==> config.mk <==
export PLATFORM = sky130hd
export DESIGN_NAME = acq_top
export DESIGN_NICKNAME = d
export VERILOG_FILES = /design/src/acq_pkg.sv /design/src/bus_pkg.sv /design/src/acq_sequencer.sv /design/src/acq_top.sv /design/src/adc_capture.sv /design/src/frame_streamer.sv /design/src/sample_ram.sv /design/src/wb_arbiter.sv
export SDC_FILE = /design/constraint.sdc
export NUM_CORES = 1
export LEC_CHECK = 0
export BUFFER_PORTS_ARGS = -buffer_cell sky130_fd_sc_hd__buf_4
export CAP_MARGIN = 25
export CORE_MARGIN = 2
export CORE_UTILIZATION = 45
export CTS_CLUSTER_SIZE = 28
export DETAILED_ROUTE_END_ITERATION = 10
export SLEW_MARGIN = 20
export SYNTH_ARGS = -nofsm -noshare
export SYNTH_HDL_FRONTEND = slang
export SYNTH_SLANG_ARGS = --single-unit
export TNS_END_PERCENT = 100
==> constraint.sdc <==
create_clock -name sys_clk -period 5.45 [get_ports sys_clk]
set_clock_uncertainty 0.1 [all_clocks]
set_input_delay 0 -clock sys_clk [delete_from_list [all_inputs] [get_ports sys_clk]]
set_output_delay 0 -clock sys_clk [all_outputs]
set_load 0.02 [all_outputs]
==> src/acq_pkg.sv <==
package acq_pkg;

    //////////////////////////////////////////////////////////////////////
    // Channel and frame geometry
    //////////////////////////////////////////////////////////////////////

    localparam int NUM_CH          = 4;
    localparam int SCANS_PER_FRAME = 4;
    // One byte per sample, so a frame is NUM_CH x SCANS_PER_FRAME bytes.
    localparam int FRAME_BYTES     = 16;

    localparam int CH_W   = $clog2(NUM_CH);
    localparam int SCAN_W = $clog2(SCANS_PER_FRAME);
    localparam int FIDX_W = $clog2(FRAME_BYTES);

    //////////////////////////////////////////////////////////////////////
    // SPI timing and command set
    //////////////////////////////////////////////////////////////////////

    // sys_clk cycles per SPI clock half period.
    localparam int SCLK_DIV = 2;
    localparam int DIV_W    = $clog2(SCLK_DIV);

    localparam logic [7:0] DEV_ID    = 8'hA5;
    localparam logic [7:0] CMD_ID    = 8'h80;
    localparam logic [7:0] CMD_CONF  = 8'h40;
    // Channel number goes in the low bits.
    localparam logic [7:0] CMD_READ  = 8'h00;
    // All four channels enabled.
    localparam logic [7:0] CONF_WORD = 8'h0F;

    typedef enum logic [7:0] {
        IDLE  = 8'h00,
        CHECK = 8'h01,
        CONF  = 8'h02,
        PREP  = 8'h03,
        SCAN  = 8'h04,
        COUNT = 8'h05,
        SEND  = 8'h06,
        LAST  = 8'h07
    } acq_state_t;

endpackage

==> src/bus_pkg.sv <==
package bus_pkg;

    //////////////////////////////////////////////////////////////////////
    // Wishbone classic bus to the sample memory
    //////////////////////////////////////////////////////////////////////

    // Five address bits cover two 16-byte frame banks.
    localparam int WB_AW = 5;
    localparam int WB_DW = 8;

    // Master to slave.
    typedef struct packed {
        logic             cyc;
        logic             stb;
        logic             we;
        logic [WB_AW-1:0] adr;
        logic [WB_DW-1:0] dat;
    } wb_req_t;

    // Slave to master. Read data is valid with ack.
    typedef struct packed {
        logic             ack;
        logic [WB_DW-1:0] dat;
    } wb_rsp_t;

endpackage

==> src/acq_sequencer.sv <==
`timescale 1ns/1ps

module acq_sequencer (
    input  logic                sys_clk,
    input  logic                rst,
    input  logic                run,
    output logic                fs_check,
    output logic                fs_conf,
    output logic                fs_scan,
    output logic                fs_send,
    input  logic                fd_check,
    input  logic                id_ok,
    input  logic                fd_conf,
    input  logic                fd_scan,
    input  logic                fd_send,
    output logic [1:0]          scan_idx,
    output logic                bank,
    output acq_pkg::acq_state_t state
);
    import acq_pkg::*;

    acq_state_t        next_state;
    logic [SCAN_W-1:0] scan_cnt;
    logic              retry;

    // A wrong ID keeps the machine in CHECK and starts another read.
    assign retry    = fd_check && !id_ok;
    assign scan_idx = scan_cnt;

    always_ff @(posedge sys_clk or posedge rst) begin
        if (rst) begin
            state <= IDLE;
        end else begin
            state <= next_state;
        end
    end

    always_comb begin
        next_state = state;
        case (state)
            IDLE:  next_state = CHECK;
            CHECK: if (fd_check && id_ok) next_state = CONF;
            CONF:  if (fd_conf) next_state = PREP;
            PREP:  if (run) next_state = SCAN;
            SCAN:  if (fd_scan) next_state = COUNT;
            COUNT: begin
                if (scan_cnt == SCAN_W'(SCANS_PER_FRAME - 1)) begin
                    next_state = SEND;
                end else begin
                    next_state = LAST;
                end
            end
            SEND:  if (fd_send) next_state = LAST;
            LAST:  next_state = PREP;
            default: next_state = IDLE;
        endcase
    end

    // Start pulses land on the first cycle of their state.
    always_ff @(posedge sys_clk or posedge rst) begin
        if (rst) begin
            fs_check <= 1'b0;
            fs_conf  <= 1'b0;
            fs_scan  <= 1'b0;
            fs_send  <= 1'b0;
        end else begin
            fs_check <= (next_state == CHECK) && ((state != CHECK) || retry);
            fs_conf  <= (next_state == CONF) && (state != CONF);
            fs_scan  <= (next_state == SCAN) && (state != SCAN);
            fs_send  <= (next_state == SEND) && (state != SEND);
        end
    end

    always_ff @(posedge sys_clk or posedge rst) begin
        if (rst) begin
            scan_cnt <= '0;
            bank     <= 1'b0;
        end else if (state == COUNT) begin
            scan_cnt <= scan_cnt + 1'b1;
        end else if ((state == SEND) && fd_send) begin
            // Streamer has the full bank, capture moves to the other one.
            scan_cnt <= '0;
            bank     <= ~bank;
        end
    end

    a_one_start: assert property (@(posedge sys_clk) disable iff (rst)
        $onehot0({fs_check, fs_conf, fs_scan, fs_send}));

endmodule

==> src/acq_top.sv <==
`timescale 1ns/1ps

module acq_top (
    input  logic                sys_clk,
    input  logic                rst,
    input  logic                run,
    output logic                spi_cs_n,
    output logic                spi_sclk,
    output logic                spi_mosi,
    input  logic                spi_miso,
    output logic [7:0]          out_data,
    output logic                out_valid,
    output logic                out_last,
    input  logic                out_ready,
    output acq_pkg::acq_state_t state
);
    import bus_pkg::*;

    logic       fs_check, fd_check, id_ok;
    logic       fs_conf, fd_conf;
    logic       fs_scan, fd_scan;
    logic       fs_send, fd_send;
    logic [1:0] scan_idx;
    logic       bank;

    wb_req_t m0_req, m1_req, s_req;
    wb_rsp_t m0_rsp, m1_rsp, s_rsp;

    acq_sequencer seq_i (
        .sys_clk(sys_clk), .rst(rst), .run(run),
        .fs_check(fs_check), .fs_conf(fs_conf), .fs_scan(fs_scan), .fs_send(fs_send),
        .fd_check(fd_check), .id_ok(id_ok), .fd_conf(fd_conf),
        .fd_scan(fd_scan), .fd_send(fd_send),
        .scan_idx(scan_idx), .bank(bank), .state(state)
    );

    // Capture is bus master 0.
    adc_capture cap_i (
        .sys_clk(sys_clk), .rst(rst),
        .fs_check(fs_check), .fs_conf(fs_conf), .fs_scan(fs_scan),
        .scan_idx(scan_idx), .bank(bank),
        .fd_check(fd_check), .id_ok(id_ok), .fd_conf(fd_conf), .fd_scan(fd_scan),
        .spi_cs_n(spi_cs_n), .spi_sclk(spi_sclk), .spi_mosi(spi_mosi), .spi_miso(spi_miso),
        .wb_req(m0_req), .wb_rsp(m0_rsp)
    );

    frame_streamer str_i (
        .sys_clk(sys_clk), .rst(rst), .fs_send(fs_send), .bank(bank), .fd_send(fd_send),
        .wb_req(m1_req), .wb_rsp(m1_rsp),
        .out_data(out_data), .out_valid(out_valid), .out_last(out_last),
        .out_ready(out_ready)
    );

    wb_arbiter arb_i (
        .sys_clk(sys_clk), .rst(rst),
        .m0_req(m0_req), .m1_req(m1_req), .m0_rsp(m0_rsp), .m1_rsp(m1_rsp),
        .s_req(s_req), .s_rsp(s_rsp)
    );

    sample_ram ram_i (
        .sys_clk(sys_clk), .rst(rst), .wb_req(s_req), .wb_rsp(s_rsp)
    );

endmodule

==> src/adc_capture.sv <==
`timescale 1ns/1ps

module adc_capture (
    input  logic             sys_clk,
    input  logic             rst,
    input  logic             fs_check,
    input  logic             fs_conf,
    input  logic             fs_scan,
    input  logic [1:0]       scan_idx,
    input  logic             bank,
    output logic             fd_check,
    output logic             id_ok,
    output logic             fd_conf,
    output logic             fd_scan,
    output logic             spi_cs_n,
    output logic             spi_sclk,
    output logic             spi_mosi,
    input  logic             spi_miso,
    output bus_pkg::wb_req_t wb_req,
    input  bus_pkg::wb_rsp_t wb_rsp
);
    import acq_pkg::*;

    typedef enum logic [2:0] {ST_IDLE, ST_SETUP, ST_SHIFT, ST_HOLD, ST_WRITE} cap_state_t;
    typedef enum logic [1:0] {OP_CHECK, OP_CONF, OP_SCAN} cap_op_t;

    cap_state_t       st;
    cap_op_t          op;
    logic [DIV_W-1:0] div_cnt;
    logic [3:0]       bit_cnt;
    logic [CH_W-1:0]  ch;
    logic [15:0]      tx_sr;
    logic [7:0]       rx_sr;

    // Mode 0, MSB first.
    assign spi_mosi = tx_sr[15];

    always_ff @(posedge sys_clk or posedge rst) begin
        if (rst) begin
            st       <= ST_IDLE;
            op       <= OP_CHECK;
            div_cnt  <= '0;
            bit_cnt  <= '0;
            ch       <= '0;
            tx_sr    <= '0;
            rx_sr    <= '0;
            spi_cs_n <= 1'b1;
            spi_sclk <= 1'b0;
            fd_check <= 1'b0;
            id_ok    <= 1'b0;
            fd_conf  <= 1'b0;
            fd_scan  <= 1'b0;
            wb_req   <= '0;
        end else begin
            fd_check <= 1'b0;
            fd_conf  <= 1'b0;
            fd_scan  <= 1'b0;
            case (st)
                ST_IDLE: begin
                    if (fs_check || fs_conf || fs_scan) begin
                        spi_cs_n <= 1'b0;
                        st       <= ST_SETUP;
                    end
                    if (fs_check) begin
                        op    <= OP_CHECK;
                        tx_sr <= {CMD_ID, 8'h00};
                    end else if (fs_conf) begin
                        op    <= OP_CONF;
                        tx_sr <= {CMD_CONF, CONF_WORD};
                    end else if (fs_scan) begin
                        op    <= OP_SCAN;
                        ch    <= '0;
                        tx_sr <= {CMD_READ, 8'h00};
                    end
                end
                // One cycle of chip-select setup before the first edge.
                ST_SETUP: begin
                    div_cnt <= '0;
                    bit_cnt <= '0;
                    st      <= ST_SHIFT;
                end
                ST_SHIFT: begin
                    if (div_cnt == DIV_W'(SCLK_DIV - 1)) begin
                        div_cnt  <= '0;
                        spi_sclk <= ~spi_sclk;
                        if (!spi_sclk) begin
                            // Reply byte is sampled on rising edges of bits 8 to 15.
                            if (bit_cnt[3]) rx_sr <= {rx_sr[6:0], spi_miso};
                        end else begin
                            tx_sr   <= {tx_sr[14:0], 1'b0};
                            bit_cnt <= bit_cnt + 1'b1;
                            if (bit_cnt == 4'd15) st <= ST_HOLD;
                        end
                    end else begin
                        div_cnt <= div_cnt + 1'b1;
                    end
                end
                ST_HOLD: begin
                    spi_cs_n <= 1'b1;
                    case (op)
                        OP_CHECK: begin
                            fd_check <= 1'b1;
                            id_ok    <= (rx_sr == DEV_ID);
                            st       <= ST_IDLE;
                        end
                        OP_CONF: begin
                            fd_conf <= 1'b1;
                            st      <= ST_IDLE;
                        end
                        default: begin
                            wb_req.cyc <= 1'b1;
                            wb_req.stb <= 1'b1;
                            wb_req.we  <= 1'b1;
                            wb_req.adr <= {bank, scan_idx, ch};
                            wb_req.dat <= rx_sr;
                            st         <= ST_WRITE;
                        end
                    endcase
                end
                ST_WRITE: begin
                    if (wb_rsp.ack) begin
                        wb_req.cyc <= 1'b0;
                        wb_req.stb <= 1'b0;
                        if (ch == CH_W'(NUM_CH - 1)) begin
                            fd_scan <= 1'b1;
                            st      <= ST_IDLE;
                        end else begin
                            ch       <= ch + 1'b1;
                            tx_sr    <= {CMD_READ | 8'(ch + 1'b1), 8'h00};
                            spi_cs_n <= 1'b0;
                            st       <= ST_SETUP;
                        end
                    end
                end
                default: st <= ST_IDLE;
            endcase
        end
    end

    a_req_hold: assert property (@(posedge sys_clk) disable iff (rst)
        wb_req.cyc && !wb_rsp.ack |=> $stable(wb_req));

endmodule

==> src/frame_streamer.sv <==
`timescale 1ns/1ps

module frame_streamer (
    input  logic             sys_clk,
    input  logic             rst,
    input  logic             fs_send,
    input  logic             bank,
    output logic             fd_send,
    output bus_pkg::wb_req_t wb_req,
    input  bus_pkg::wb_rsp_t wb_rsp,
    output logic [7:0]       out_data,
    output logic             out_valid,
    output logic             out_last,
    input  logic             out_ready
);
    import acq_pkg::*;

    typedef enum logic [1:0] {F_IDLE, F_READ, F_OUT} str_state_t;

    str_state_t        st;
    logic              bank_q;
    logic [FIDX_W-1:0] idx;
    logic              pend;

    // A send request that arrives mid-frame is served once the frame ends.
    assign fd_send = (st == F_IDLE) && (fs_send || pend);

    always_ff @(posedge sys_clk or posedge rst) begin
        if (rst) begin
            st        <= F_IDLE;
            bank_q    <= 1'b0;
            idx       <= '0;
            pend      <= 1'b0;
            wb_req    <= '0;
            out_valid <= 1'b0;
            out_last  <= 1'b0;
        end else begin
            if (fs_send && (st != F_IDLE)) pend <= 1'b1;
            case (st)
                F_IDLE: begin
                    if (fd_send) begin
                        bank_q     <= bank;
                        idx        <= '0;
                        pend       <= 1'b0;
                        wb_req.cyc <= 1'b1;
                        wb_req.stb <= 1'b1;
                        wb_req.we  <= 1'b0;
                        wb_req.adr <= {bank, {FIDX_W{1'b0}}};
                        wb_req.dat <= '0;
                        st         <= F_READ;
                    end
                end
                F_READ: begin
                    if (wb_rsp.ack) begin
                        wb_req.cyc <= 1'b0;
                        wb_req.stb <= 1'b0;
                        out_valid  <= 1'b1;
                        out_last   <= (idx == FIDX_W'(FRAME_BYTES - 1));
                        st         <= F_OUT;
                    end
                end
                F_OUT: begin
                    if (out_ready) begin
                        out_valid <= 1'b0;
                        out_last  <= 1'b0;
                        if (out_last) begin
                            st <= F_IDLE;
                        end else begin
                            idx        <= idx + 1'b1;
                            wb_req.cyc <= 1'b1;
                            wb_req.stb <= 1'b1;
                            wb_req.adr <= {bank_q, idx + 1'b1};
                            st         <= F_READ;
                        end
                    end
                end
                default: st <= F_IDLE;
            endcase
        end
    end

    always_ff @(posedge sys_clk) begin
        if ((st == F_READ) && wb_rsp.ack) out_data <= wb_rsp.dat;
    end

    a_out_hold: assert property (@(posedge sys_clk) disable iff (rst)
        out_valid && !out_ready |=> out_valid && $stable(out_data) && $stable(out_last));

endmodule

==> src/sample_ram.sv <==
`timescale 1ns/1ps

module sample_ram (
    input  logic             sys_clk,
    input  logic             rst,
    input  bus_pkg::wb_req_t wb_req,
    output bus_pkg::wb_rsp_t wb_rsp
);
    import bus_pkg::*;

    logic [WB_DW-1:0] mem [2**WB_AW];
    logic             ack_q;
    logic [WB_DW-1:0] rd_q;
    logic             hit;

    // A new access only starts once the previous ack has gone.
    assign hit = wb_req.cyc && wb_req.stb && !ack_q;

    assign wb_rsp.ack = ack_q;
    assign wb_rsp.dat = rd_q;

    always_ff @(posedge sys_clk or posedge rst) begin
        if (rst) begin
            ack_q <= 1'b0;
        end else begin
            ack_q <= hit;
        end
    end

    always_ff @(posedge sys_clk) begin
        if (hit) begin
            if (wb_req.we) mem[wb_req.adr] <= wb_req.dat;
            rd_q <= mem[wb_req.adr];
        end
    end

endmodule

==> src/wb_arbiter.sv <==
`timescale 1ns/1ps

module wb_arbiter (
    input  logic             sys_clk,
    input  logic             rst,
    input  bus_pkg::wb_req_t m0_req,
    input  bus_pkg::wb_req_t m1_req,
    output bus_pkg::wb_rsp_t m0_rsp,
    output bus_pkg::wb_rsp_t m1_rsp,
    output bus_pkg::wb_req_t s_req,
    input  bus_pkg::wb_rsp_t s_rsp
);
    import bus_pkg::*;

    logic    gnt;
    logic    last;
    logic    active;
    wb_req_t cur;

    assign cur    = gnt ? m1_req : m0_req;
    assign s_req  = active ? cur : '0;
    assign m0_rsp = (active && !gnt) ? s_rsp : '0;
    assign m1_rsp = (active && gnt) ? s_rsp : '0;

    //////////////////////////////////////////////////////////////////////
    // Round-robin grant held for the whole cycle
    //////////////////////////////////////////////////////////////////////

    always_ff @(posedge sys_clk or posedge rst) begin
        if (rst) begin
            gnt    <= 1'b0;
            last   <= 1'b1;
            active <= 1'b0;
        end else if (!active) begin
            // m0 wins a tie when m1 had the bus last.
            if (m0_req.cyc && (!m1_req.cyc || last)) begin
                gnt    <= 1'b0;
                active <= 1'b1;
            end else if (m1_req.cyc) begin
                gnt    <= 1'b1;
                active <= 1'b1;
            end
        end else if (!cur.cyc) begin
            active <= 1'b0;
            last   <= gnt;
        end
    end

    a_ack_m0: assert property (@(posedge sys_clk) disable iff (rst)
        m0_rsp.ack |-> $past(active && !gnt && m0_req.cyc));

    a_ack_m1: assert property (@(posedge sys_clk) disable iff (rst)
        m1_rsp.ack |-> $past(active && gnt && m1_req.cyc));

endmodule
After elaboration in Yosys (flattened, before gate mapping) --
Memory sizes are Yosys's and may differ from the RTL's. A register that Yosys moved wholly into a read port is not among the register bits. Cells that the tools add are included.
Cells by class: add/subtract/negate cells 6, equal/unequal tests 42, muxes and demuxes 91, bitwise logic cells 6, reduce and logical (&&, ||, !) cells 60
Operators by type and width (count):
- $mux W16 | 11
- $pmux W8 S8 | 1
- $eq A8 B3 Y1 const B | 6
- $pmux W16 S3 | 1
- $mux W8 | 5
- $mux W2 | 17
- $mux W1 | 29
- $eq A8 B2 Y1 const B | 3
- $mux W4 | 5
- $mux W3 | 6
- $mux W9 | 2
- $eq A8 B1 Y1 const B | 2
- $ne A2 B2 Y1 const B | 8
- $ne A8 B3 Y1 const B | 2
- $pmux W4 S2 | 2
- $reduce_and A2 Y1 | 8
- $reduce_bool A2 Y1 | 8
- $logic_and A1 B1 Y1 | 15
- $pmux W3 S5 | 1
- $ne A2 B1 Y1 const B | 6
- $pmux W2 S3 | 2
- $reduce_and A3 Y1 | 4
- $reduce_and A4 Y1 | 3
- $reduce_and A6 Y1 | 2
- 28 further kinds | 56
Word-level totals: register bits after elaboration 102, memory bits (writable) 256, input bits 5, output and inout port bits 21, logic and storage cells 245, memories 1
Memories:
- ram_i.mem | depth 32, width 8, read ports 1, clocked after memory_dff 1, write ports 1, RTL line sample_ram.sv:11 | logic [WB_DW-1:0] mem [2**WB_AW];

Longest topological paths before layout --
depth in word-level cells 6, mapped depth 9, gate-level depth less buffers 6

Modules after synthesis --
Synthesis repeated with hierarchy kept, for this count alone.
Second synthesis, totals: cells, all modules 1008, area total of the unflattened synthesis 15102.0 sq um
Modules (own cells, without submodules):
- sample_ram | times used 1, cells each 581, area an instance 10333.7 sq um, seq. area each 7952.6 sq um
- adc_capture | times used 1, cells each 216, area an instance 2626.3 sq um, seq. area each 1427.6 sq um
- frame_streamer | times used 1, cells each 73, area an instance 929.6 sq um, seq. area each 540.5 sq um
- acq_sequencer | times used 1, cells each 67, area an instance 698.2 sq um, seq. area each 375.4 sq um
- wb_arbiter | times used 1, cells each 71, area an instance 514.2 sq um, seq. area each 76.3 sq um

Worst setup path after synthesis --
Ideal clock, no wire load.
path type reg2reg, start register arb_i.gnt, end memory ram_i.mem[13][0] (enable), library setup time 0.371 ns, data arrival time 1.999 ns, data required time 4.979 ns, setup slack 2.980 ns, cell stages (with the launch flop) 9, buffers on the path 4, clock period less this slack 2.470 ns, path through dfrtp_1 -> buf_6 -> mux2i_1 -> nand2b_4 -> buf_6 -> buf_2 -> buf_2 -> nand4_1 -> nor2_1
On the way: cells in the longest elaborated chain, start to end 6, elaborated cells on any way between the ends 7, classes of those cells mux: 5; reduce/logical: 2
Ends and longest elaborated chain:
- start: declaration | RTL line wb_arbiter.sv:15 | logic gnt;
- start signal: assignment | RTL line wb_arbiter.sv:31 | gnt <= 1'b0;
- start signal: assignment | RTL line wb_arbiter.sv:37 | gnt <= 1'b0;
- start signal: assignment | RTL line wb_arbiter.sv:40 | gnt <= 1'b1;
- $mux W16 (*) | RTL line wb_arbiter.sv:20 | assign cur = gnt ? m1_req : m0_req;
- $mux W16 (*) | RTL line wb_arbiter.sv:21 | assign s_req = active ? cur : '0;
- $logic_and A1 B1 Y1 (2 in a row) | RTL line sample_ram.sv:17 | assign hit = wb_req.cyc && wb_req.stb && !ack_q;
- $mux W1 | RTL line sample_ram.sv:31 | if (hit) begin
- $mux W1 (not written as such) | RTL line sample_ram.sv:32 | if (wb_req.we) mem[wb_req.adr] <= wb_req.dat;
- end: declaration | RTL line sample_ram.sv:11
Every way passes the cells marked *; elsewhere a longest branch is shown, timed or not.

Worst setup path after layout --
start register arb_i.gnt, end memory ram_i.mem[13][5] (enable)
The elaborated chain is that of the path after synthesis.

==> reports/results.txt <==
status: finished, final reports clean
initial core utilization: 45.4%
DRC errors left: 0
Post-synth EDFFs: 272
CP Launch Type: flop
initial antenna violation count: 0
largest net degree at the start of global routing: 104
min Tclk post-route: 3.77 ns
# fillers: 2860
met1 wire length: 16700 um
VDD IR-drop max: 0.000239 V
vias in the first global route: 9332
Sequential Power Share: 53.0%
global-route wire length before repair: 57300 um
sw frac: 22.4%
Clock Latency Late Sink: 0.54 ns
initial drt markers: 842
Psw: 1.27 mW
leakage power: 5.72 nW
area of placed instances: 0.0156 sq mm
H-tree levels: 2
DP HPWL: 22400 um
clock sinks: 360
total track usage: 21.3%
WS Path Type: flop to flop
Clk pin slew, worst setup/hold paths: 0.06 ns
CP endpoint kind: flop
RD Place Congestion: 0.782
Antenna diodes: 0
Final TNS setup: 0 ns
CTS tree: done
Synth cell types: 65
Worst Max-Slew Pin Slew: 1.02 ns
PwrDens: 337 mW/mm^2
# rows: 67
Clock Tree Buf Depth: 3
Synth area leaders: edfxtp_1, dfrtp_1, and3_1
max cap viols: 0
Num CTS Buffers: 38
max-slew violation count: 0
vias: 9472
HP Class: input port to flop
setup bufs post-CTS: 0
root buffer cell: clkbuf_16
fin nets: 1115
unrepaired setup endpoints after global routing: false
Data required, critical path: 5.50 ns
Ys Warns: 0
Cells after Synth: 1102
Clock Power Share: 42.7%
routed wl met2: 17700 um
io pins: 26
share of the synthesized area in the top cell type: 54.0%
drt total wl: 37400 um
Die Area: 0.0351 sq mm
Avg Cell Area, Syn: 13.7 sq um
final instance area: 0.0168 sq mm
final hold vios: 0
P_int: 4.39 mW
layout cells sized above 1: 13.7%
area leader, netlist: edfxtp_1
Yosys reg bits: 360
die height: 187 um
grt total ovfl: 0
Area Growth Syn to Fin: 11.1%
met3 wire len: 1720 um
Max Fclk: 0.265 GHz
DR vias/cell: 5.99
TritonRoute pass-1 iters: 5
data arrival time of the worst path: 3.82 ns
Post-CTS Resized: 0
DRT antenna net count: 0
crit-path max FO: 52
Die Span X: 187 um
top sig layer: met4
Post-synth ARST share: 24.4%
Routed WL per cell: 23.7 um
core area: 0.0333 sq mm
fin crit share: 69.3%
final hold slack: 0.134 ns
IO buf count: 25
Max transition margin: 30.2%
Post-Syn Area: 0.0151 sq mm
power share of the combinational group: 4.3%
final setup violation count: 0
ys flop type: edfxtp_1
register area share after synthesis: 68.6%
[stage by stage]
step	utilization (%)	instances	setup slack, ns	power, mW
floorplan	-	1106	2.98	3.23
global placement	46.9	1508	1.71	3.29
detailed placement	46.9	1509	1.64	3.30
CTS	50.5	1581	1.63	5.68
global route	50.5	1581	1.38	5.81
finish	50.5	1581	1.68	5.65
[power by group through the flow]
stage | clock, mW | sequential, mW | combinational [mW]
after floorplan | 0 | 3.04 | 0.183
after global placement | 0 | 3.05 | 0.240
after detailed placement | 0 | 3.05 | 0.243
after CTS | 2.44 | 3.00 | 0.247
after global routing | 2.53 | 3.00 | 0.280
final | 2.41 | 3.00 | 0.244
[layout by cell type, fill, tap and decap left out, types with 4 or more instances in the layout]
cell,instances
a211oi_1,95
a21boi_0,18
a21o_1,4
a21oi_1,18
a31o_2,14
and2_2,8
and3_1,123
buf_4,40
clkbuf_1,10
clkbuf_16,38
clkinv_1,7
clkinv_2,6
conb_1,5
dfrtp_1,85
dlygate4sd3_1,5
edfxtp_1,272
ha_1,4
inv_1,11
mux2_2,24
mux2i_1,6
nand2_1,52
nand2b_1,6
nand3_1,29
nand3b_1,6
nand4_1,7
nor2_1,57
nor2b_1,5
nor3_1,7
nor3b_1,7
o211ai_1,6
o21ai_0,45
o311ai_0,7
o31ai_1,9
o32a_1,24
o32ai_1,8
[worst paths after layout]
path / start / cells after the start / slack, ns / end
min: out_ready / 3 / 0.13 / str_i.st[1]
min in group asynchronous: rst / 4 / 0.56 / cap_i.wb_req[13]
max in group asynchronous: rst / 5 / 3.60 / cap_i.rx_sr[0]
min reg2reg: cap_i.tx_sr[6] / 2 / 0.38 / cap_i.tx_sr[6]
max reg2reg: arb_i.gnt / 4 / 1.68 / ram_i.mem[13][5]
max: arb_i.gnt / 4 / 1.68 / ram_i.mem[13][5]
[cells in the mapped netlist (8+ instances only)]
cell type	instances
edfxtp_1	272
and3_1	123
a211oi_1	95
dfrtp_1	86
nor2_1	57
nand2_1	52
clkbuf_1	49
o21ai_0	45
nand3_1	29
buf_2	28
mux2_2	24
o32a_1	24
a21boi_0	18
a21oi_1	18
a31o_2	14
inv_1	12
o31ai_1	9
and2_1	8
o32ai_1	8
[per-layer routing]
layer	vias to the layer above	track usage (%)
li1	4321	-
met4	0	7.54
met5	-	0
met3	77	2.61
met2	271	34.3
met1	4803	30.0
[state kept, by name, summed over array words and instances (netlist names), 2 cells and up]
name,cells
cap_i.tx_sr,16
str_i.wb_req,3
str_i.out_data,8
seq_i.state,8
ram_i.rd_q,8
cap_i.wb_req,15
cap_i.st,3
ram_i.mem,256
cap_i.rx_sr,8
str_i.st,2
cap_i.op,2
cap_i.ch,2
cap_i.bit_cnt,4
seq_i.scan_idx,2
str_i.idx,3
[kinds of logic after synthesis]
family	Yosys count	share of synthesized area, %
compound gates	272	13.4
fa+ha+maj	4	0.331
flops	360	68.6
mux	31	2.28
xor+xnor	5	0.290
buf+inv	97	2.99
simple gates	332	12.1
other cells	1	0.0248
[layout make-up]
type	instances	area, sq um	share of cell area, %
Clock buffer	48	988	5.89
Clock inverter	19	144	0.857
Inverter	12	46.3	0.276
Multi-Input combinational cell	649	4330	25.8
Sequential cell	360	10400	61.8
Tap cell	448	561	3.34
Timing Repair Buffer	45	350	2.09
[worst max-delay path, cell delays in order (launching register included)]
cell      delay (ns)
dfrtp_1         0.85
mux2i_1         0.41
nand2b_4        0.60
nand4_1         0.64
nor2_1          0.77
[what timing repair did]
item	in CTS	in global routing
hold buffers	5	0
endpoints found under the setup margin	0	0
endpoints found under the hold margin	45	0
(Power assumes the default switching activity.)
